**src/verilog/obj_pkg.sv**
```systemverilog
/*
 * Object layer shared types
 * Vector widths for object RAM, graphics ROM and pixels, plus the
 * descriptor handed from the scanner to the drawer and the pixel
 * write handed from the drawer to the line buffer
 */

package obj_pkg;

    typedef logic [7:0]  byte_t;      // cpu data, ram byte or coordinate
    typedef logic [8:0]  ram_addr_t;  // 512 byte object table
    typedef logic [17:0] rom_addr_t;
    typedef logic [15:0] rom_word_t;  // four pixels, bit-plane order
    typedef logic [7:0]  pxl_t;       // palette : colour, colour 0 clear

    // one selected object
    typedef struct packed {
        logic [11:0] code;   // attr2 low nibble and tile id
        logic [3:0]  row;
        logic        hflip;
        logic [3:0]  pal;
        byte_t       x;
    } obj_desc_t;

    // one pixel write into the line buffer
    typedef struct packed {
        logic  we;
        byte_t x;
        pxl_t  data;
    } ln_write_t;

endpackage

```
**src/verilog/obj_ram.sv**
```systemverilog
/*
 * Single-port synchronous RAM
 * One clock read latency, old data on a read during write.
 * Holds the object table and the double line buffer.
 */

`timescale 1ns/10ps

module obj_ram #(
    parameter int aw = 9,
    parameter int dw = 8
) (
    input  logic          clk,
    input  logic [aw-1:0] addr,
    input  logic [dw-1:0] data,
    input  logic          we,
    output logic [dw-1:0] q
);

    logic [dw-1:0] mem [0:2**aw-1];

    always_ff @(posedge clk) begin
        if (we) mem[addr] <= data;
        q <= mem[addr];
    end

endmodule

```
**src/verilog/obj_scan.sv**
```systemverilog
/*
 * Object scanner
 * Owns the object RAM and shares its port with the CPU. On each falling
 * edge of hblank it walks the table, tests every object against the new
 * line and hands visible ones to the drawer, up to a per-line limit.
 */

`timescale 1ns/10ps

module obj_scan #(
    parameter int max_line_objs = 32,
    parameter int obj_count     = 102
) (
    input  logic              clk,
    input  logic              rst,
    input  logic              obj_cs,
    input  logic              cpu_wrn,
    input  obj_pkg::ram_addr_t cpu_addr,
    input  obj_pkg::byte_t    cpu_dout,
    output obj_pkg::byte_t    obj_dout,
    input  obj_pkg::byte_t    vpos,
    input  logic              hbl,
    output logic              copy,
    output obj_pkg::obj_desc_t desc,
    input  logic              copy_done
);

    import obj_pkg::*;

    localparam int iw = $clog2(obj_count + 1);
    localparam int lw = $clog2(max_line_objs + 1);

    typedef enum logic [2:0] {
        S_IDLE,
        S_READ_Y,
        S_TEST_ATTR,
        S_READ_REST,
        S_WAIT_DRAW
    } state_t;

    state_t        state, state_nxt;
    ram_addr_t     scan, scan_nxt, ram_addr;
    logic [2:0]    off, off_nxt;      // byte within the object
    logic [iw-1:0] obj_idx;
    logic [lw-1:0] drawn;
    byte_t         y, vpos_l;
    logic [8:0]    s;
    logic          hbl_l, hbl_fall, q_valid, issue, advance;
    logic          visible, last_obj, line_full, ram_we;

    assign hbl_fall  = hbl_l & ~hbl;
    assign s         = {1'b0, vpos_l} + {1'b0, y};
    assign visible   = obj_dout[7] & (&s[7:5]) & (s[8] == obj_dout[0]) & (s[4] | obj_dout[4]);
    assign last_obj  = obj_idx == iw'(obj_count - 1);
    assign line_full = drawn == lw'(max_line_objs - 1);

    // next read position, so a byte can be issued in the cycle it is accepted
    always_comb begin
        state_nxt = state;
        scan_nxt  = scan;
        off_nxt   = off;
        advance   = 1'b0;
        case (state)
            S_READ_Y: if (q_valid) begin
                off_nxt   = 3'd1;
                state_nxt = S_TEST_ATTR;
            end
            S_TEST_ATTR: if (q_valid) begin
                if (visible) begin
                    off_nxt   = 3'd2;
                    state_nxt = S_READ_REST;
                end else if (last_obj) begin
                    state_nxt = S_IDLE;
                end else begin
                    scan_nxt  = scan + 9'd5;   // skip to next entry
                    off_nxt   = 3'd0;
                    advance   = 1'b1;
                    state_nxt = S_READ_Y;
                end
            end
            S_READ_REST: if (q_valid) begin
                if (off == 3'd4) state_nxt = S_WAIT_DRAW;
                else off_nxt = off + 3'd1;
            end
            S_WAIT_DRAW: if (copy_done) begin
                if (last_obj || line_full) begin
                    state_nxt = S_IDLE;
                end else begin
                    scan_nxt  = scan + 9'd5;
                    off_nxt   = 3'd0;
                    advance   = 1'b1;
                    state_nxt = S_READ_Y;
                end
            end
            default: state_nxt = S_IDLE;
        endcase
        if (hbl_fall) begin // new line, old work dropped
            state_nxt = S_READ_Y;
            scan_nxt  = '0;
            off_nxt   = '0;
            advance   = 1'b0;
        end
    end

    assign issue    = state_nxt inside {S_READ_Y, S_TEST_ATTR, S_READ_REST};
    assign ram_we   = obj_cs & ~cpu_wrn;
    assign ram_addr = obj_cs ? cpu_addr : scan_nxt + ram_addr_t'(off_nxt); // cpu first

    always_ff @(posedge clk or posedge rst) begin
        if (rst) begin
            state   <= S_IDLE;
            scan    <= '0;
            off     <= '0;
            obj_idx <= '0;
            drawn   <= '0;
            hbl_l   <= 1'b0;
            q_valid <= 1'b0;
            copy    <= 1'b0;
        end else begin
            state   <= state_nxt;
            scan    <= scan_nxt;
            off     <= off_nxt;
            hbl_l   <= hbl;
            q_valid <= ~obj_cs & issue;  // stolen cycle means a repeat
            copy    <= state == S_READ_REST && q_valid && off == 3'd4 && !hbl_fall;
            if (hbl_fall) begin
                obj_idx <= '0;
                drawn   <= '0;
            end else begin
                if (advance) obj_idx <= obj_idx + 1'b1;
                if (state == S_WAIT_DRAW && copy_done) drawn <= drawn + 1'b1;
            end
        end
    end

    // object bytes as they arrive
    always_ff @(posedge clk) begin
        if (hbl_fall) vpos_l <= vpos;
        if (q_valid) begin
            case (state)
                S_READ_Y: y <= obj_dout;
                S_TEST_ATTR: begin
                    desc.row   <= s[3:0];
                    desc.hflip <= obj_dout[3];
                end
                S_READ_REST: begin
                    case (off)
                        3'd2: begin
                            desc.pal        <= obj_dout[7:4];
                            desc.code[11:8] <= obj_dout[3:0];
                        end
                        3'd3:    desc.code[7:0] <= obj_dout;  // tile id
                        default: desc.x <= obj_dout;
                    endcase
                end
                default: ;
            endcase
        end
    end

    obj_ram #(.aw(9), .dw(8)) i_obj_ram (
        .clk  (clk),
        .addr (ram_addr),
        .data (cpu_dout),
        .we   (ram_we),
        .q    (obj_dout)
    );

    // one object in flight at a time
    a_one_copy: assert property (@(posedge clk) disable iff (rst)
        copy |=> (!copy until (copy_done || hbl_fall)));

endmodule
```
**config.mk**
```make
export PLATFORM = sky130hd
export DESIGN_NAME = obj_scan
export DESIGN_NICKNAME = d
export VERILOG_FILES = /design/src/verilog/obj_pkg.sv /design/src/verilog/obj_ram.sv /design/src/verilog/obj_scan.sv
export SDC_FILE = /design/constraint.sdc
export NUM_CORES = 2
export LEC_CHECK = 0
export BUFFER_PORTS_ARGS = -buffer_cell sky130_fd_sc_hd__buf_2
export CAP_MARGIN = 20
export CORE_UTILIZATION = 63
export DETAILED_ROUTE_END_ITERATION = 12
export GPL_ROUTABILITY_DRIVEN = 0
export PLACE_DENSITY = 0.76
export SYNTH_ARGS = -nofsm -noshare
export SYNTH_HDL_FRONTEND = slang
export SYNTH_SLANG_ARGS = --single-unit
```
**constraint.sdc**
```tcl
create_clock -name clk -period 8.17 [get_ports clk]
set_input_delay 1.634 -clock clk [delete_from_list [all_inputs] [get_ports clk]]
set_output_delay 1.634 -clock clk [all_outputs]
set_load 0.01 [all_outputs]
```
==> flow_summary.ini <==
[pwr]
p_per_area_nw_per_um2 = 296
power_mw = 57.0
p_leak_nw = 62.0
irDropWorstVdd_mv = 0.213

[placement]
dp.cells = 12500
dp_hpwl_mm = 253
portBuffers = 68

[floorplanning]
initial_core_util_pct = 63.3
die_h_um = 523
rows = 191
dieArea_um2 = 274000
fp.dieW_um = 523
io_pins = 69
coreArea_um2 = 271000

[logic_synthesis]
ys.flop_type = edfxtp_1
yosys_register_bits = 4180
synth_cell_type_count = 70
synth.cell_area_um2 = 171000
seq_area_frac_synth_pct = 73.1
synth_cells = 9027
synth_edf_count = 4141
syn_nets = 9079
async_reset_ff_share_pct = 0.742
ys_warn_count = 0
syn_avg_cell_area_um2 = 19.0

[detailed_routing]
drtIter0Drc = 14100
drc = 0
wl_per_cell_um = 33.1
ant_nets = 0
dr.pass1.iters = 7
viasPerCell = 7.01
routed_wl_mm = 440
num_vias = 93200

[status]
status = finished, final reports clean

[timing]
slew_headroom_pct = 12.2
finalSetupViolCount = 0
worstMarginPinSlew_ns = 1.32
fmax_mhz = 124
rsz0062_at_grt = yes
hold_viol = 0
period_share_pct = 98.9
finClkSkew_ns = 0.0471
drv_slew = 0
fin_crit_ns = 8.08
hold-worst-slack_ns = 0.552

[cells_and_area]
final_core_util_pct = 71.2
multi_input_area_um2 = 44000
final_nets = 9421
layout-drive-gt1-share_pct = 25.5
layout_commonest_cell = edfxtp_1
final_cells = 13300
final_cell_mix = 4141 x edfxtp_1, 1024 x mux4_2, 633 x nand2_1
seq_area_um2 = 125000
fillerInstances = 15500
synthToLayoutAreaGrowth_pct = 12.4

[hold_path]
min_from = drawn[5]$_DFFE_PP0P_
min_path_type = reg2reg

[cts]
cts_tree = yes
htreeDepth = 5
cts-root-buf = clkbuf_16
clock_latency_ns = 0.95
clk_pin_slew_ns = 0.06
clockBufferDepth = 4
cts-buffers-inserted = 404
numClockSinks = 4180

[worst_setup_path]
crit_chain = ha_1, inv_1, fa_1, and2b_1, o22ai_1, mux2_2, or4_1, a21o_2, mux2i_1, or2_2, inv_1, ha_1, a21o_1, a21o_4, and3_1, mux2i_1, nor4_2, xnor2_1, a2bb2o_1, nor3_2, buf_4, nand2_1, nor2_1
crit_type = reg2reg
slowest_stage = nor2_1
rr_startpoint = y[0]$_DFFE_PP_
arrival_ns = 8.65
cpPeakStageDelay_ns = 0.74
end_kind = flip-flop
crit_fanout = 16
crit_start = y[0]$_DFFE_PP_
required_ns = 8.73
start_kind = flip-flop

[grt]
gr-usage-all-layers_pct = 32.2
first_global_vias = 92300
antenna_found_initial = 15
grt_pass1_wl_mm = 637
grt_max_degree = 206
grt-ovfl-total = 0

[run]
drv_cap = 0
-- critical path: cells and delay by family, from the launching register on --
kind | cells | cell delay (ns)
flip-flops | 1 | 0.38
AND/OR/NAND/NOR | 8 | 3.26
multiplexers | 3 | 1.05
adder cells (fa/ha/maj) | 3 | 0.68
AO/OA/AOI/OAI | 5 | 1.39
buffers and inverters | 3 | 0.49
XOR/XNOR | 1 | 0.41
-- stage by stage --
stage               setup slack, ns  cell area (um2)  TNS, ns
floorplan                      1.59           171000        0
CTS                           0.129           192000        0
detailed placement           -0.317           179000    -1.86
finish                       0.0859           193000        0
global placement             -0.210           179000   -0.233
global route                 -0.178           193000   -41.37
-- final cells by class --
class | count | share of cell area, %
Multi-Input combinational cell | 4207 | 22.9
Tap cell | 3570 | 2.32
Clock inverter | 252 | 1.38
Clock buffer | 496 | 5.58
Sequential cell | 4180 | 65.1
Inverter | 23 | 0.0455
Antenna cell | 17 | 0.0221
Timing Repair Buffer | 553 | 2.72
-- flip-flops by register name (all words and copies together), names as in the netlist, 6 cells and up --
signal         flops
y                  8
i_obj_ram.mem   4096
i_obj_ram.q        8
drawn              6
desc              29
obj_idx            7
scan               9
vpos_l             8
-- routing by layer --
metal	global-route usage (%)	part of all wire (%)	vias up
li1	-	-	37600
met3	7.28	12	1058
met4	11.7	3.9	6
met2	49.7	47	6704
met1	45.9	37	47800
met5	0	0.0093	-
-- cells in the mapped netlist (all sizes together), types with 21 or more instances --
library cell | number | area share, %
edfxtp | 4141 | 73
a221oi | 130 | 0.66
a22oi | 162 | 0.71
nand2 | 652 | 1.4
nor2 | 563 | 1.2
o22ai | 35 | 0.13
inv | 23 | 0.050
mux2 | 227 | 1.5
mux4 | 1024 | 13
a32oi | 34 | 0.17
o21ai | 21 | 0.061
o211ai | 33 | 0.15
a21oi | 371 | 1.1
dfrtp | 31 | 0.45
clkbuf | 392 | 0.86
nand3 | 146 | 0.43
nand4 | 76 | 0.28
mux2i | 580 | 3.4
buf | 225 | 0.52
-- timing repair --
action / in CTS / in global routing
gates resized for setup: 2 / 40
setup buffers: 0 / 7
pin swaps: 0 / 3
endpoints found under the setup margin: 2 / 491
hold buffers: 0 / 0
-- power breakdown --
part / leakage (nW) / switching (mW) / total, mW / internal [mW]
clock: 6.53 / 8.06 / 18.9 / 10.9
combinational: 17.7 / 8.04 / 14.2 / 6.18
sequential: 37.7 / 0.162 / 23.8 / 23.7
total: 62.0 / 16.3 / 57.0 / 40.7
-- cell families after synthesis --
| logic type | count (synthesis) | share of synthesized area (%) |
|---|---|---|
| AOI/OAI and AO/OA | 834 | 3.21 |
| xor gates and xnor gates | 21 | 0.107 |
| adders and majority gates | 21 | 0.162 |
| buffers and inverters | 640 | 1.43 |
| DFF | 4180 | 73.1 |
| muxes | 1831 | 18.3 |
| and+or+nand+nor | 1500 | 3.62 |
-- final timing paths --
check	end	slack, ns	cells after the start
worst max-delay path	i_obj_ram.mem[37][7]$_DFFE_PP_	0.09	23
worst min-delay path	drawn[5]$_DFFE_PP0P_	0.55	2
worst max register to register	i_obj_ram.mem[37][7]$_DFFE_PP_	0.09	23
worst min register to register	drawn[5]$_DFFE_PP0P_	0.55	2
max in group asynchronous	scan[2]$_DFF_PP0_	7.05	3
min in group asynchronous	off[2]$_DFF_PP0_	0.66	2
Note: power is estimated with default switching activity, not from simulation.
