## config.mk

```make
export PLATFORM = sky130hd
export DESIGN_NAME = obj_line_buffer
export DESIGN_NICKNAME = d
export VERILOG_FILES = /design/src/verilog/obj_pkg.sv /design/src/verilog/obj_line_buffer.sv /design/src/verilog/obj_ram.sv
export SDC_FILE = /design/constraint.sdc
export NUM_CORES = 2
export LEC_CHECK = 0
export CAP_MARGIN = 20
export CORE_ASPECT_RATIO = 1.4
export CORE_UTILIZATION = 60
export CTS_CLUSTER_DIAMETER = 100
export DETAILED_ROUTE_END_ITERATION = 12
export DONT_BUFFER_PORTS = 1
export PLACE_DENSITY_LB_ADDON = 0.15
export SYNTH_ARGS = -nofsm -noshare
export SYNTH_HDL_FRONTEND = slang
export SYNTH_SLANG_ARGS = --single-unit
```

## constraint.sdc

```tcl
create_clock -name clk -period 4.8 [get_ports clk]
set_clock_uncertainty 0.1 [all_clocks]
set_input_delay 0.48 -clock clk [delete_from_list [all_inputs] [get_ports clk]]
set_output_delay 0.48 -clock clk [all_outputs]
set_load 0.005 [all_outputs]
```

## src/verilog/obj_pkg.sv

```systemverilog
/*
 * Object layer shared types
 * Vector widths for object RAM, graphics ROM and pixels, plus the
 * descriptor handed from the scanner to the drawer and the pixel
 * write handed from the drawer to the line buffer
 */

package obj_pkg;

    typedef logic [7:0]  byte_t;      // cpu data, ram byte or coordinate
    typedef logic [8:0]  ram_addr_t;  // 512 byte object table
    typedef logic [17:0] rom_addr_t;
    typedef logic [15:0] rom_word_t;  // four pixels, bit-plane order
    typedef logic [7:0]  pxl_t;       // palette : colour, colour 0 clear

    // one selected object
    typedef struct packed {
        logic [11:0] code;   // attr2 low nibble and tile id
        logic [3:0]  row;
        logic        hflip;
        logic [3:0]  pal;
        byte_t       x;
    } obj_desc_t;

    // one pixel write into the line buffer
    typedef struct packed {
        logic  we;
        byte_t x;
        pxl_t  data;
    } ln_write_t;

endpackage

```

## src/verilog/obj_line_buffer.sv

```systemverilog
/*
 * Double line buffer
 * One half takes draw writes while the other is read out on pxl_cen.
 * Halves swap on the falling edge of hblank, and the half just shown
 * is cleared one entry per clock during the blank.
 */

`timescale 1ns/10ps

module obj_line_buffer (
    input  logic               clk,
    input  logic               rst,
    input  logic               hbl,
    input  logic               pxl_cen,
    input  obj_pkg::ln_write_t ln_wr,
    output obj_pkg::pxl_t      obj_pxl
);

    import obj_pkg::*;

    logic       line;         // half on screen
    logic       hbl_l, rd_dly;
    byte_t      rd_cnt;
    logic [8:0] clr_cnt;      // bit 8 set once the half is clear
    logic [8:0] buf_addr;
    pxl_t       buf_din, buf_q;
    logic       buf_we, clr_we;

    assign clr_we = hbl & ~clr_cnt[8] & ~ln_wr.we & ~pxl_cen;

    always_comb begin
        if (pxl_cen) begin
            buf_addr = {line, rd_cnt};
            buf_din  = '0;
            buf_we   = 1'b0;
        end else if (ln_wr.we) begin
            buf_addr = {~line, ln_wr.x};  // hidden half
            buf_din  = ln_wr.data;
            buf_we   = 1'b1;
        end else begin
            buf_addr = {line, clr_cnt[7:0]};
            buf_din  = '0;
            buf_we   = clr_we;
        end
    end

    always_ff @(posedge clk or posedge rst) begin
        if (rst) begin
            line    <= 1'b0;
            hbl_l   <= 1'b0;
            rd_dly  <= 1'b0;
            rd_cnt  <= '0;
            clr_cnt <= '0;
            obj_pxl <= '0;
        end else begin
            hbl_l  <= hbl;
            rd_dly <= pxl_cen;
            if (hbl_l && !hbl) line <= ~line;  // swap halves
            if (hbl) rd_cnt <= '0;
            else if (pxl_cen) rd_cnt <= rd_cnt + 8'd1;
            if (!hbl) clr_cnt <= '0;
            else if (clr_we) clr_cnt <= clr_cnt + 9'd1;
            if (rd_dly) obj_pxl <= buf_q;  // ram data one clk after the strobe
        end
    end

    obj_ram #(.aw(9), .dw($bits(pxl_t))) i_line_ram (
        .clk  (clk),
        .addr (buf_addr),
        .data (buf_din),
        .we   (buf_we),
        .q    (buf_q)
    );

    // drawer must yield readout cycles
    a_no_wr_on_cen: assert property (@(posedge clk) disable iff (rst)
        pxl_cen |-> !ln_wr.we);

endmodule

```

## src/verilog/obj_ram.sv

```systemverilog
/*
 * Single-port synchronous RAM
 * One clock read latency, old data on a read during write.
 * Holds the object table and the double line buffer.
 */

`timescale 1ns/10ps

module obj_ram #(
    parameter int aw = 9,
    parameter int dw = 8
) (
    input  logic          clk,
    input  logic [aw-1:0] addr,
    input  logic [dw-1:0] data,
    input  logic          we,
    output logic [dw-1:0] q
);

    logic [dw-1:0] mem [0:2**aw-1];

    always_ff @(posedge clk) begin
        if (we) mem[addr] <= data;
        q <= mem[addr];
    end

endmodule

```

==> impl_results.html <==
<table>
<tr><th>Metric</th><th>Value</th></tr>
<tr><th colspan="2">Power</th></tr>
<tr><td>Net switching power of the design</td><td>0.0175 W</td></tr>
<tr><td>Reported leakage power</td><td>61.5 nW</td></tr>
<tr><td>Clock share of power</td><td>0.395</td></tr>
<tr><td>Internal power</td><td>0.0581 W</td></tr>
<tr><td>Combinational power share</td><td>0.079</td></tr>
<tr><td>Power density over the cells</td><td>415 nW/um2</td></tr>
<tr><td>Switching part of the total</td><td>0.231</td></tr>
<tr><td>Worst vdd rail ir drop</td><td>0.365 mV</td></tr>
<tr><td>Sequential Power Share</td><td>0.526</td></tr>
<tr><th colspan="2">Die</th></tr>
<tr><td>Die X</td><td>441 um</td></tr>
<tr><td>Placeable Area</td><td>269,000 um2</td></tr>
<tr><td>Die boundary height</td><td>617 um</td></tr>
<tr><td>Std cell rows</td><td>225</td></tr>
<tr><td>DIE AREA</td><td>272,000 um2</td></tr>
<tr><td>Boundary Pins</td><td>29</td></tr>
<tr><td>Initial standard-cell utilization of the core</td><td>0.603</td></tr>
<tr><th colspan="2">Critical path</th></tr>
<tr><td>Worst-path fanout max</td><td>41</td></tr>
<tr><td>Launching element type of the critical path</td><td>register</td></tr>
<tr><td>Worst setup EP type</td><td>register</td></tr>
<tr><td>Arrival time at the worst endpoint</td><td>5.20 ns</td></tr>
<tr><td>Crit path kind</td><td>reg2reg</td></tr>
<tr><td>CP Data Required Time</td><td>5.48 ns</td></tr>
<tr><th colspan="2">Clocking</th></tr>
<tr><td>Total of cells resized after clock tree synthesis</td><td>0</td></tr>
<tr><td>Number of post-CTS setup repair buffers</td><td>0</td></tr>
<tr><td>Clock tree root driver cell</td><td>sky130_fd_sc_hd__clkbuf_16</td></tr>
<tr><td>H-tree depth</td><td>5</td></tr>
<tr><td>Clock-pin transition on the worst setup and hold timing paths</td><td>0.07 ns</td></tr>
<tr><td>Number of clock buffers inserted by TritonCTS</td><td>375</td></tr>
<tr><td>Number of clock sinks</td><td>4,132</td></tr>
<tr><td>Number of buffers between clock root and the deepest sink</td><td>4</td></tr>
<tr><td>Clock tree from TritonCTS</td><td>done</td></tr>
<tr><td>Clk_lat worst skew</td><td>0.94 ns</td></tr>
<tr><th colspan="2">Global routing</th></tr>
<tr><td>Global routing met1 resource utilization</td><td>0.433</td></tr>
<tr><td>Busiest layer in global routing</td><td>met2</td></tr>
<tr><td>Overall global routing resource usage</td><td>0.342</td></tr>
<tr><td>Number of global-route vias before repair</td><td>95,315</td></tr>
<tr><td>Grt total ovfl</td><td>0</td></tr>
<tr><td>Global-route wire length before repair</td><td>666,000 um</td></tr>
<tr><td>Met3 layer usage reported by global route</td><td>0.0636</td></tr>
<tr><td>Pin count of the biggest net entering global routing</td><td>129</td></tr>
<tr><td>Global-route met2 utilization</td><td>0.546</td></tr>
<tr><td>Antenna violations before repair</td><td>28</td></tr>
<tr><th colspan="2">Detailed routing</th></tr>
<tr><td>Detailed-route vias per instance</td><td>6.60</td></tr>
<tr><td>Total via count in the routed design</td><td>98,167</td></tr>
<tr><td>First-pass DRT Iterations</td><td>8</td></tr>
<tr><td>Number of DRC violations after detailed routing</td><td>0</td></tr>
<tr><td>Violation count after the first detailed-routing iteration</td><td>13,495</td></tr>
<tr><td>DR WL/cell</td><td>31.4 um</td></tr>
<tr><td>Count of nets left with antenna violations after detail routing</td><td>0</td></tr>
<tr><td>Total wire length after detailed routing</td><td>467,000 um</td></tr>
<tr><th colspan="2">Yosys</th></tr>
<tr><td>Synth area leader</td><td>sky130_fd_sc_hd__edfxtp_1</td></tr>
<tr><td>Number of flops mapped to enable cells by yosys</td><td>4,096</td></tr>
<tr><td>Largest cells by area after synthesis</td><td>sky130_fd_sc_hd__edfxtp_1 76%, sky130_fd_sc_hd__nand2_1 5.3%, sky130_fd_sc_hd__mux4_2 4.9%, sky130_fd_sc_hd__nand3_1 3.0%, sky130_fd_sc_hd__a21oi_1 1.4%</td></tr>
<tr><td>Net count after synthesis</td><td>10,662</td></tr>
<tr><td>Flops &amp; latches, synth</td><td>4,132</td></tr>
<tr><td>Mapped cell area</td><td>162,000 um2</td></tr>
<tr><td>Fraction of post-synthesis cell area in the top cell type by area</td><td>0.759</td></tr>
<tr><td>Portion of the post-synthesis area used by sequential elements</td><td>0.764</td></tr>
<tr><td>Syn avg cell area</td><td>15.2 um2</td></tr>
<tr><td>Fraction of registers with async set or reset after synthesis</td><td>0.00678</td></tr>
<tr><td>Count of different cell masters after synthesis</td><td>72</td></tr>
<tr><td>Yosys synthesis warning count</td><td>0</td></tr>
<tr><td>Synthesized instance count</td><td>10,639</td></tr>
<tr><td>Main synth FF type</td><td>sky130_fd_sc_hd__edfxtp_1</td></tr>
<tr><th colspan="2">STA</th></tr>
<tr><td>Period utilization</td><td>0.944</td></tr>
<tr><td>Tightest Pin Transition</td><td>1.11 ns</td></tr>
<tr><td>Timing-limited maximum frequency</td><td>221 MHz</td></tr>
<tr><td>Worst hold margin</td><td>0.0650 ns</td></tr>
<tr><td>Final Hold Viols</td><td>0</td></tr>
<tr><td>Final Setup Violations</td><td>0</td></tr>
<tr><td>Relative max-transition margin</td><td>0.256</td></tr>
<tr><td>Shortest period the worst path allows</td><td>4.53 ns</td></tr>
<tr><td>Final count of pins violating max slew</td><td>0</td></tr>
<tr><td>RSZ-0062 raised after global routing</td><td>no</td></tr>
<tr><th colspan="2">Cells and area</th></tr>
<tr><td>Leading cell type in the layout, fill and taps excluded</td><td>sky130_fd_sc_hd__edfxtp_1</td></tr>
<tr><td>Ratio of cells with drive above 1 in the final layout</td><td>0.150</td></tr>
<tr><td>Share of the core filled with cells in the final layout</td><td>0.679</td></tr>
<tr><td>Final layout net count</td><td>11,058</td></tr>
<tr><td>Growth of design area from synthesis to finish</td><td>12.5%</td></tr>
<tr><td>Most used cells in the layout excluding fill and tap cells</td><td>4,096 x sky130_fd_sc_hd__edfxtp_1, 2,271 x sky130_fd_sc_hd__nand2_1, 963 x sky130_fd_sc_hd__nand3_1</td></tr>
<tr><td>Finished Cell Area</td><td>182,000 um2</td></tr>
<tr><th colspan="2">Run status</th></tr>
<tr><td>Outcome</td><td>completed</td></tr>
<tr><th colspan="2">Placement</th></tr>
<tr><td>Estimated wirelength of the detail-placed design</td><td>296,000 um</td></tr>
<tr><td>Final estimated routing congestion in global placement</td><td>0.953</td></tr>
<tr><td>Placed standard-cell area</td><td>170,000 um2</td></tr>
<tr><td>Total of buffers placed on input and output ports</td><td>0</td></tr>
<tr><th colspan="2">Hold path</th></tr>
<tr><td>Tightest Hold Check Type</td><td>in2reg</td></tr>
<tr><th colspan="2">Job</th></tr>
<tr><td>Max cap viols</td><td>0</td></tr>
</table>
cell type report:
class,count,area (um2)
Tap cell,3518,4400
Inverter,2,7.51
Timing Repair Buffer,728,6870
Antenna cell,15,37.5
Clock inverter,233,2050
Sequential cell,4132,124000
Multi-Input combinational cell,5796,35100
Clock buffer,456,9980
Fill cell,17902,86300
sequential cells by signal (all words and copies together), names as in the netlist:
name            cells
i_line_ram.q        8
rd_cnt              8
line                1
hbl_l               1
clr_cnt             9
rd_dly              1
i_line_ram.mem   4096
obj_pxl             8
per-layer routing:
metal  up-vias  part of all wire
met1     49546              0.34
li1      41313                 -
met4        28             0.077
met3      1337             0.099
met5         -           0.00036
met2      5943              0.48
critical path, cell delays in order (launching register included):
cell	delay, ns
sky130_fd_sc_hd__dfrtp_1	0.44
sky130_fd_sc_hd__mux2_4	0.21
sky130_fd_sc_hd__o21a_4	0.76
sky130_fd_sc_hd__buf_12	0.33
sky130_fd_sc_hd__buf_12	0.27
sky130_fd_sc_hd__mux4_2	0.65
sky130_fd_sc_hd__a21oi_1	0.18
sky130_fd_sc_hd__a21boi_0	0.21
sky130_fd_sc_hd__o22ai_1	0.15
sky130_fd_sc_hd__and4_1	0.26
sky130_fd_sc_hd__a31oi_1	0.32
sky130_fd_sc_hd__buf_4	0.24
sky130_fd_sc_hd__nand4_1	0.08
power groups by stage:
stage,clock network (W),logic (W),registers [W]
2_1_floorplan,0,0.00347,0.0405
3_3_place_gp,0,0.00580,0.0405
3_5_place_dp,0,0.00588,0.0405
4_1_cts,0.0299,0.00591,0.0397
5_1_grt,0.0312,0.00623,0.0397
6_report,0.0298,0.00599,0.0397
cells in the mapped netlist (29+ instances only):
master,instances
sky130_fd_sc_hd__nand4_1,90
sky130_fd_sc_hd__buf_1,96
sky130_fd_sc_hd__a32oi_1,67
sky130_fd_sc_hd__buf_2,277
sky130_fd_sc_hd__mux2_2,38
sky130_fd_sc_hd__mux2i_1,89
sky130_fd_sc_hd__edfxtp_1,4096
sky130_fd_sc_hd__buf_6,29
sky130_fd_sc_hd__a31oi_1,174
sky130_fd_sc_hd__clkbuf_1,270
sky130_fd_sc_hd__o22ai_1,129
sky130_fd_sc_hd__o21ai_0,48
sky130_fd_sc_hd__nand3_1,963
sky130_fd_sc_hd__nor2_1,571
sky130_fd_sc_hd__and3_1,57
sky130_fd_sc_hd__nand2_1,2292
sky130_fd_sc_hd__a21oi_1,439
sky130_fd_sc_hd__mux4_2,355
sky130_fd_sc_hd__nor4_1,33
sky130_fd_sc_hd__a22oi_1,217
final timing paths:
path	startpoint	slack (ns)	cells after the start	end
setup / recovery	clr_cnt[0]$_DFFE_PP0P_	0.27	12	i_line_ram.q[7]$_DFF_P_
hold / removal	ln_wr[7]	0.07	1	i_line_ram.mem[401][7]$_DFFE_PP_
setup reg to reg	clr_cnt[0]$_DFFE_PP0P_	0.27	12	i_line_ram.q[7]$_DFF_P_
hold reg to reg	i_line_ram.q[6]$_DFF_P_	0.40	1	obj_pxl[6]$_DFFE_PP0P_
max in group asynchronous	rst	3.76	2	obj_pxl[6]$_DFFE_PP0P_
min in group asynchronous	rst	0.19	2	clr_cnt[6]$_DFFE_PP0P_
cell families after synthesis:
| family | after synthesis | synth area share |
|---|---|---|
| xor+xnor | 13 | 0.000703 |
| simple gates | 4087 | 0.107 |
| buf+inv | 711 | 0.0213 |
| fa+ha+maj | 2 | 0.000154 |
| mux | 501 | 0.0603 |
| compound gates | 1193 | 0.0468 |
| flops | 4132 | 0.764 |
per-stage QoR:
stage | setup TNS, ns | total power, W | setup WS (ns) | std cells
floorplan | -2905.65 | 0.0440 | -0.709 | 10639
global placement | 0 | 0.0463 | 0.369 | 14168
detailed placement | 0 | 0.0464 | 0.301 | 14168
CTS | 0 | 0.0756 | 0.312 | 14865
global route | 0 | 0.0772 | 0.227 | 14868
finish | 0 | 0.0756 | 0.271 | 14880
timing repair:
action                     4_1_cts  5_1_grt
setup endpoints to repair        0        0
hold endpoints to repair       125        0
hold buffers                     8        0
Power figures use the tool's default switching activity.
