===== src/verilog/obj_pkg.sv =====
/*
 * Object layer shared types
 * Vector widths for object RAM, graphics ROM and pixels, plus the
 * descriptor handed from the scanner to the drawer and the pixel
 * write handed from the drawer to the line buffer
 */

package obj_pkg;

    typedef logic [7:0]  byte_t;      // cpu data, ram byte or coordinate
    typedef logic [8:0]  ram_addr_t;  // 512 byte object table
    typedef logic [17:0] rom_addr_t;
    typedef logic [15:0] rom_word_t;  // four pixels, bit-plane order
    typedef logic [7:0]  pxl_t;       // palette : colour, colour 0 clear

    // one selected object
    typedef struct packed {
        logic [11:0] code;   // attr2 low nibble and tile id
        logic [3:0]  row;
        logic        hflip;
        logic [3:0]  pal;
        byte_t       x;
    } obj_desc_t;

    // one pixel write into the line buffer
    typedef struct packed {
        logic  we;
        byte_t x;
        pxl_t  data;
    } ln_write_t;

endpackage


===== src/verilog/obj_draw.sv =====
/*
 * Object drawer
 * Fetches the four ROM words of a selected object's row, unpacks the
 * bit planes into 16 pixels, applies horizontal flip and issues a line
 * buffer write for every opaque pixel that lands on screen.
 */

`timescale 1ns/10ps

module obj_draw (
    input  logic               clk,
    input  logic               rst,
    input  logic               copy,
    input  obj_pkg::obj_desc_t desc,
    output logic               copy_done,
    input  logic               pxl_cen,
    output obj_pkg::rom_addr_t rom_addr,
    input  obj_pkg::rom_word_t rom_data,
    input  logic               rom_ok,
    output obj_pkg::ln_write_t ln_wr
);

    import obj_pkg::*;

    obj_desc_t  cur;
    rom_word_t  rom_q, rom_sh;
    logic       busy, fetch, ok_dly;
    logic [1:0] word, k;          // word in row, pixel in word
    logic [3:0] idx, col;
    logic [8:0] pos;
    logic       step;

    assign rom_addr = {cur.code, cur.row, word};
    assign rom_sh   = rom_q >> k;
    assign col      = {rom_sh[12], rom_sh[8], rom_sh[4], rom_sh[0]};  // plane 3 on top
    assign idx      = {word, k};
    assign pos      = {1'b0, cur.x} + {5'd0, cur.hflip ? ~idx : idx};  // ~idx is 15-idx

    // readout owns the buffer whenever pxl_cen is up
    assign step  = busy & ~fetch & ~pxl_cen;
    assign ln_wr = '{we: step && col != 4'd0 && !pos[8], x: pos[7:0], data: {cur.pal, col}};

    always_ff @(posedge clk or posedge rst) begin
        if (rst) begin
            busy      <= 1'b0;
            fetch     <= 1'b0;
            ok_dly    <= 1'b0;
            word      <= '0;
            k         <= '0;
            copy_done <= 1'b0;
        end else begin
            copy_done <= 1'b0;
            if (!busy) begin
                if (copy) begin
                    busy   <= 1'b1;
                    fetch  <= 1'b1;
                    ok_dly <= 1'b0;
                    word   <= '0;
                    k      <= '0;
                end
            end else if (fetch) begin
                ok_dly <= rom_ok;
                if (ok_dly && rom_ok) begin // two clk of rom_ok
                    fetch  <= 1'b0;
                    ok_dly <= 1'b0;
                end
            end else if (step) begin
                k <= k + 2'd1;
                if (k == 2'd3) begin
                    word <= word + 2'd1;
                    if (word == 2'd3) begin
                        busy      <= 1'b0;
                        copy_done <= 1'b1;
                    end else begin
                        fetch <= 1'b1;   // next word
                    end
                end
            end
        end
    end

    always_ff @(posedge clk) begin
        if (!busy && copy) cur <= desc;
        if (fetch && ok_dly && rom_ok) rom_q <= rom_data;
    end

    a_addr_hold: assert property (@(posedge clk) disable iff (rst)
        fetch && !(ok_dly && rom_ok) |=> $stable(rom_addr));

endmodule


===== config.mk =====
export PLATFORM = sky130hd
export DESIGN_NAME = obj_draw
export DESIGN_NICKNAME = d
export VERILOG_FILES = /design/src/verilog/obj_pkg.sv /design/src/verilog/obj_draw.sv
export SDC_FILE = /design/constraint.sdc
export NUM_CORES = 1
export LEC_CHECK = 0
export ABC_CLOCK_PERIOD_IN_PS = 2100
export BUFFER_PORTS_ARGS = -buffer_cell sky130_fd_sc_hd__buf_4
export CAP_MARGIN = 20
export CORE_MARGIN = 4
export CORE_UTILIZATION = 45
export DETAILED_ROUTE_END_ITERATION = 10
export GPL_TIMING_DRIVEN = 1
export PLACE_DENSITY = 0.77
export REMOVE_ABC_BUFFERS = 1
export SYNTH_ARGS = -nofsm -noshare
export SYNTH_HDL_FRONTEND = slang
export SYNTH_SLANG_ARGS = --single-unit

===== constraint.sdc =====
create_clock -name clk -period 2.1 [get_ports clk]
set_input_delay 0 -clock clk [delete_from_list [all_inputs] [get_ports clk]]
set_output_delay 0 -clock clk [all_outputs]
set_load 0.01 [all_outputs]

==> summary.txt, run 1 <==
Post-synthesis sequential area ratio: 0.687
Final nets: 323
Post-synth EDFFs: 45
CP Max Fanout: 4
Worst hold start: rom_ok
Worst Slack Setup Final: -0.132 ns
Final hold violation count: 0
Register area: 0.00155 mm²
CP Class: flop to output port
Commonest non-fill, non-tap cell in the layout: buf_4
CTS tree: done
Clock sink total: 53
Synth Cell Area: 0.00226 mm²
CP max-delay cell: edfxtp_1
R2R setup slack: 0.59 ns
PwrDens: 908 mW/mm²
Worst Tran Pin Value: 0.662 ns
Root buffer cell: clkbuf_8
FFs w/ async S/R, synth: 0.151
CP delay by family, top: compound AO/OA/AOI/OAI gates
DIE WIDTH: 78.8 µm
R2R cell count: 3
Most frequent cells in the layout: buf_4 (89), dlygate4sd3_1 (47), edfxtp_1 (45)
Post-route DRC: 0
DRT iter0 DRCs: 71
Status: complete, but fails checks
Final core occ: 0.725
GR Overflow Total: 0
FF+latch count, synth: 53
I/O Buffers: 85
Predominant post-synthesis flop cell: edfxtp_1
Fin Clk Skew: 0.0102 ns
Drt via density: 4.79
Gr usage total: 0.183
Pre-antenna DRT Iters: 4
Hold-critical path endpoint: ok_dly
Max-slew violation count: 0
Reg2reg start: busy
Cell Chain, Critical Path: xor2_1 -> ha_1 -> a21oi_1 -> a21boi_0 -> o21ai_1 -> xnor2_1 -> buf_4
Max-cap violation count: 0
Critical Path AT: 2.23 ns
Worst skew pair latency: 0.29 ns
Initial antenna violation count: 0
Area growth, synth to finish: 53.7%
Leakage: 0.00145 µW
Synth warnings: 0
Failing checks: negative setup slack
Cts bufs inserted: 5
Deepest clock path buffer count: 2
Distinct cells, synth: 28
Maximum VDD drop: 0.000577 V
Worst setup EP type: output port
Period utilization: 1.06
Relative slew slack: 0.559
Worst path max stage delay: 0.50 ns
Row count: 25
FF-to-FF End: word[1]
Final setup viols: 5
Via Count: 1585
Initial Util: 0.472
Fmax: 448 MHz
Buffer and inverter count on the worst path: 1
Routed length per instance: 16.8 µm
Vias in the first global route: 1835
Die area: 0.00621 mm²
Total Power: 3150 µW
Average size of a mapped cell: 15.9 µm²
Fin crit period: 2.23 ns
Hold Crit Class: input pin to flop
Post-Syn Instances: 142
Total Routed Length: 5.56 mm
Placement-stage worst setup slack: 0.103 ns
Largest net degree at the start of global routing: 30
I/O pin count: 86
H-tree lvl count: 2
Worst-path clk slew: 0.09 ns
Diode count: 0
Placeable Area: 0.00479 mm²
Element type at the critical path start: flop
HPWL after detailed placement: 3.34 mm
RSZ-0062 raised after global routing: yes
FILL cells: 284
Share of layout cells above drive strength 1: 0.405
Required time of the critical path: 2.10 ns
Die Height: 78.8 µm
Global-route wire length before repair: 8.60 mm
Area of the multi-input gates: 547 µm²
Min-Delay Path Depth: 3
ANT nets after route: 0
Hold_ws: 0.0115 ns
Final GP Congestion: 0.780
[per-layer routing]
layer	global-route usage	part of all wire	wire length, µm	vias to the layer above
met2	0.351	0.55	3080	72
met1	0.179	0.34	1890	765
met5	0	0	0	-
met3	0.0771	0.089	493	6
met4	0.0481	0.016	91	0
li1	-	-	-	742
[power by group]
group          switching [µW]  internal (µW)  total [µW]
Clock                     314            353         667
Sequential               77.7           1260        1330
Combinational             532            616        1150
Total                     923           2230        3150
[through the flow]
step | std cells | cell area (µm²) | TNS [ns]
2_1_floorplan | 120 | 2090 | 0
3_3_place_gp | 277 | 2850 | 0
3_5_place_dp | 277 | 2850 | 0
4_1_cts | 331 | 3440 | -0.360
5_1_grt | 331 | 3470 | -1.14
6_report | 331 | 3470 | -0.470
[tightest hold or removal path, cell delays in order]
cell and delay (ns):
buf_4 0.09, a31oi_1 0.08, a21oi_1 0.10
[synthesized netlist by cell type (2+ instances only)]
master    count  area, µm²
edfxtp_1     45       1350
buf_4        20        150
dfrtp_1       8        200
ha_1          8        100
inv_1         8       30.0
o21ai_0       6       30.0
xor2_1        6       52.6
nand2_1       5       18.8
a21oi_1       4       20.0
nand3_1       4       20.0
xnor2_1       4       35.0
and3_1        3       18.8
mux4_2        3       67.6
a31oi_1       2       12.5
nor2_1        2       7.51
nor3b_1       2       15.0
[worst max-delay path by stage]
stage / depth (start not counted) / startpoint / end
finish: 7 / cur[12] / ln_wr[13]
global route: 7 / cur[12] / ln_wr[13]
CTS: 8 / cur[12] / ln_wr[12]
detailed placement: 8 / cur[12] / ln_wr[12]
global placement: 8 / cur[12] / ln_wr[12]
floorplan: 7 / k[0] / ln_wr[14]
[sequential cells by signal (all words and copies together), names as in the netlist]
name,flops
busy,1
copy_done,1
cur,9
fetch,1
k,2
ln_wr,4
ok_dly,1
rom_addr,16
rom_q,16
word,2
[logic make-up (layout without fill, tap and decap cells)]
group,count (synthesis),count (layout),share of synthesized area
AOI/OAI and AO/OA,16,16,0.0432
xor gates and xnor gates,10,10,0.0388
adders and majority gates,9,9,0.0532
buffers and inverters,30,152,0.0870
DFF,53,53,0.687
muxes,4,4,0.0416
and+or+nand+nor,20,20,0.0488
[final cells by class]
cell class,count,share of cell area
multi-input cells,59,0.158
inverters,8,0.00865
flip-flops and latches,53,0.447
clock buffers,5,0.0198
repair buffers,137,0.331
well taps,67,0.0242
clock inverters,2,0.0112
[timing repair]
item,4_1_cts,5_1_grt
hold buffers,47,0
gates cloned,0,0
endpoints found under the hold margin,54,0
gates resized for setup,4,8
pin swaps,2,4
buffers inserted,0,0
endpoints found under the setup margin,5,5
Note: power is estimated with default switching activity, not from simulation.
==> run 2: changes to the inputs <==
- CORE_UTILIZATION: 45 -> 40
- GPL_ROUTABILITY_DRIVEN: not set -> 1
- PLACE_DENSITY: 0.77 -> 0.7
==> run 2 against run 1 <==
  * The run still ends with negative setup slack left
  * Largest cell class unchanged
  * Clock power up 6.0%
  * Clock-buffer cell count unchanged
  * Register-to-register slack better by 0.06 ns
  * Core utilization down 7.9 points
==> summary.txt, run 2 (synthesis results as in run 1) <==
M2 GR Usage: 0.281 (was 0.351)
Status: complete, but fails checks (unchanged)
Fmax: 456 MHz (was 448 MHz)
Diode count: 0 (unchanged)
RSZ-0062 raised after global routing: yes (unchanged)
Largest net degree at the start of global routing: 31 (was 30)
Final hold violation count: 0 (unchanged)
Post-route DRC: 0 (unchanged)
Crit path top cell by count: buf_4
Min-Delay Path Depth: 3 (unchanged)
Worst-path clk slew: 0.10 ns (was 0.09 ns)
Fin Clk Skew: 0.00426 ns (was 0.0102 ns)
R2R setup slack: 0.65 ns (was 0.59 ns)
Max-cap violation count: 0 (unchanged)
Failing checks: negative setup slack (unchanged)
GR peak layer: met2 (unchanged)
Worst Slack Setup Final: -0.0942 ns (was -0.132 ns)
Area growth, synth to finish: 57.6% (was 53.7%)
Fin crit period: 2.19 ns (was 2.23 ns)
Worst path max stage delay: 0.47 ns (was 0.50 ns)
CP Class: flop to output port (unchanged)
Met3 Usage GRT: 0.0486 (was 0.0771)
Final setup viols: 5 (unchanged)
Placeable Area: 0.00551 mm² (was 0.00479 mm²)
Routed length per instance: 15.3 µm (was 16.8 µm)
Final nets: 327 (was 323)
Max-slew violation count: 0 (unchanged)
ANT nets after route: 0 (unchanged)
Die area: 0.00691 mm² (was 0.00621 mm²)
PwrDens: 919 mW/mm² (was 908 mW/mm²)
Crit path depth: 8 (was 7)
Initial antenna violation count: 0 (unchanged)
Via Count: 1546 (was 1585)
CP max-delay cell: edfxtp_1 (unchanged)
Maximum VDD drop: 0.000512 V (was 0.000577 V)
Critical Path AT: 2.19 ns (was 2.23 ns)
Relative slew slack: 0.543 (was 0.559)
Clock sink total: 53 (unchanged)
Met1 usage: 0.173 (was 0.179)
Required time of the critical path: 2.10 ns (about the same)
CTS tree: done (unchanged)
Commonest non-fill, non-tap cell in the layout: buf_4 (unchanged)
CP delay by family, top: flip-flops (was compound AO/OA/AOI/OAI gates)
Initial Util: 0.410 (was 0.472)
Root buffer cell: clkbuf_8 (unchanged)
DRT iter0 DRCs: 97 (was 71)
Most frequent cells in the layout: buf_4 (92), dlygate4sd3_1 (47), edfxtp_1 (45) (was buf_4 (89), dlygate4sd3_1 (47), edfxtp_1 (45))
Cts bufs inserted: 5 (unchanged)
Worst setup EP type: output port (unchanged)
Pre-antenna DRT Iters: 4 (unchanged)
Final core occ: 0.646 (was 0.725)
Row count: 27 (was 25)
Worst skew pair latency: 0.30 ns (was 0.29 ns)
Buffer and inverter count on the worst path: 3 (was 1)
Vias in the first global route: 1696 (was 1835)
I/O pin count: 86 (unchanged)
Deepest clock path buffer count: 2 (unchanged)
Global-route wire length before repair: 8.35 mm (was 8.60 mm)
Drt via density: 4.53 (was 4.79)
Hold Crit Class: input pin to flop (unchanged)
Final GP Congestion: 0.831 (was 0.780)
Gr usage total: 0.155 (was 0.183)
HPWL after detailed placement: 3.47 mm (was 3.34 mm)
H-tree lvl count: 2 (unchanged)
FILL cells: 395 (was 284)
Worst Tran Pin Value: 0.685 ns (was 0.662 ns)
Cell Chain, Critical Path: buf_4 -> xor2_2 -> ha_1 -> a21oi_2 -> o21ai_2 -> buf_6 -> a311oi_2 -> buf_4 (was xor2_1 -> ha_1 -> a21oi_1 -> a21boi_0 -> o21ai_1 -> xnor2_1 -> buf_4)
Share of layout cells above drive strength 1: 0.439 (was 0.405)
GR Overflow Total: 0 (unchanged)
I/O Buffers: 85 (unchanged)
Total Power: 3270 µW (was 3150 µW)
Total Routed Length: 5.23 mm (was 5.56 mm)
R2R cell count: 3 (unchanged)
Period utilization: 1.04 (was 1.06)
Die Height: 83.1 µm (was 78.8 µm)
Element type at the critical path start: flop (unchanged)
DIE WIDTH: 83.1 µm (was 78.8 µm)
CP Max Fanout: 4 (unchanged)
Leakage: 0.00148 µW (was 0.00145 µW)
## run 2: changes by cell type in the layout (fill, tap and decap cells not counted), sizes merged
| cell | change |
|---|---|
| buf | +4 |
| clkinv | +1 |
## run 2: worst paths after layout
path	start	endpoint
hold / removal	rom_ok	ok_dly
hold reg to reg	ok_dly	ok_dly
setup reg to reg	busy	word[1]
max in group asynchronous	rst	word[1]
min in group asynchronous	rst	ok_dly
setup / recovery	cur[12]	ln_wr[16]
## run 2: what timing repair did
| action | CTS | global route |
|---|---|---|
| pin swaps | 3 | 7 |
| hold endpoints to repair | 54 | 0 |
| endpoints found under the setup margin | 5 | 6 |
| buffers inserted | 3 | 2 |
| hold buffers | 47 | 0 |
| resized for setup | 9 | 9 |
## run 2: layer usage
metal / part of all wire / vias to the layer above
li1: - / 751
met1: 0.37 / 727
met2: 0.54 / 55
met3: 0.059 / 13
met4: 0.024 / 0
met5: 0 / -
## run 2: worst register-to-register path, stage by stage (launching register included)
cell and delay (ns):
dfrtp_1 0.49, nor3b_1 0.47, o2bb2ai_1 0.17, a32o_1 0.22
## run 2: report_power, final
| group | internal (µW) | switching [µW] |
|---|---|---|
| Combinational | 674 | 551 |
| Clock | 365 | 341 |
| Sequential | 1260 | 79.5 |
## run 2: through the flow
stage,setup TNS [ns],hold slack [ns],setup WS (ns),instances,area (µm²)
after CTS,-0.282,0.00347,-0.113,339,3500
after global routing,-0.828,0.0497,-0.195,341,3560
final,-0.318,0.00367,-0.0942,341,3560
after global placement,0,-0.0244,0.184,281,2860
after detailed placement,0,-0.0242,0.155,281,2860
after floorplan,0,-0.184,0.154,120,2090
## run 2: cell type report
cell class / instances / area (µm²) / area share
clock buffer: 5 / 68.8 / 0.0193
timing repair buffer: 141 / 1190 / 0.335
inverter: 8 / 30.0 / 0.00844
clock inverter: 3 / 50.0 / 0.0141
sequential: 53 / 1550 / 0.436
multi-input combinational: 59 / 576 / 0.162
tap: 72 / 90.1 / 0.0253
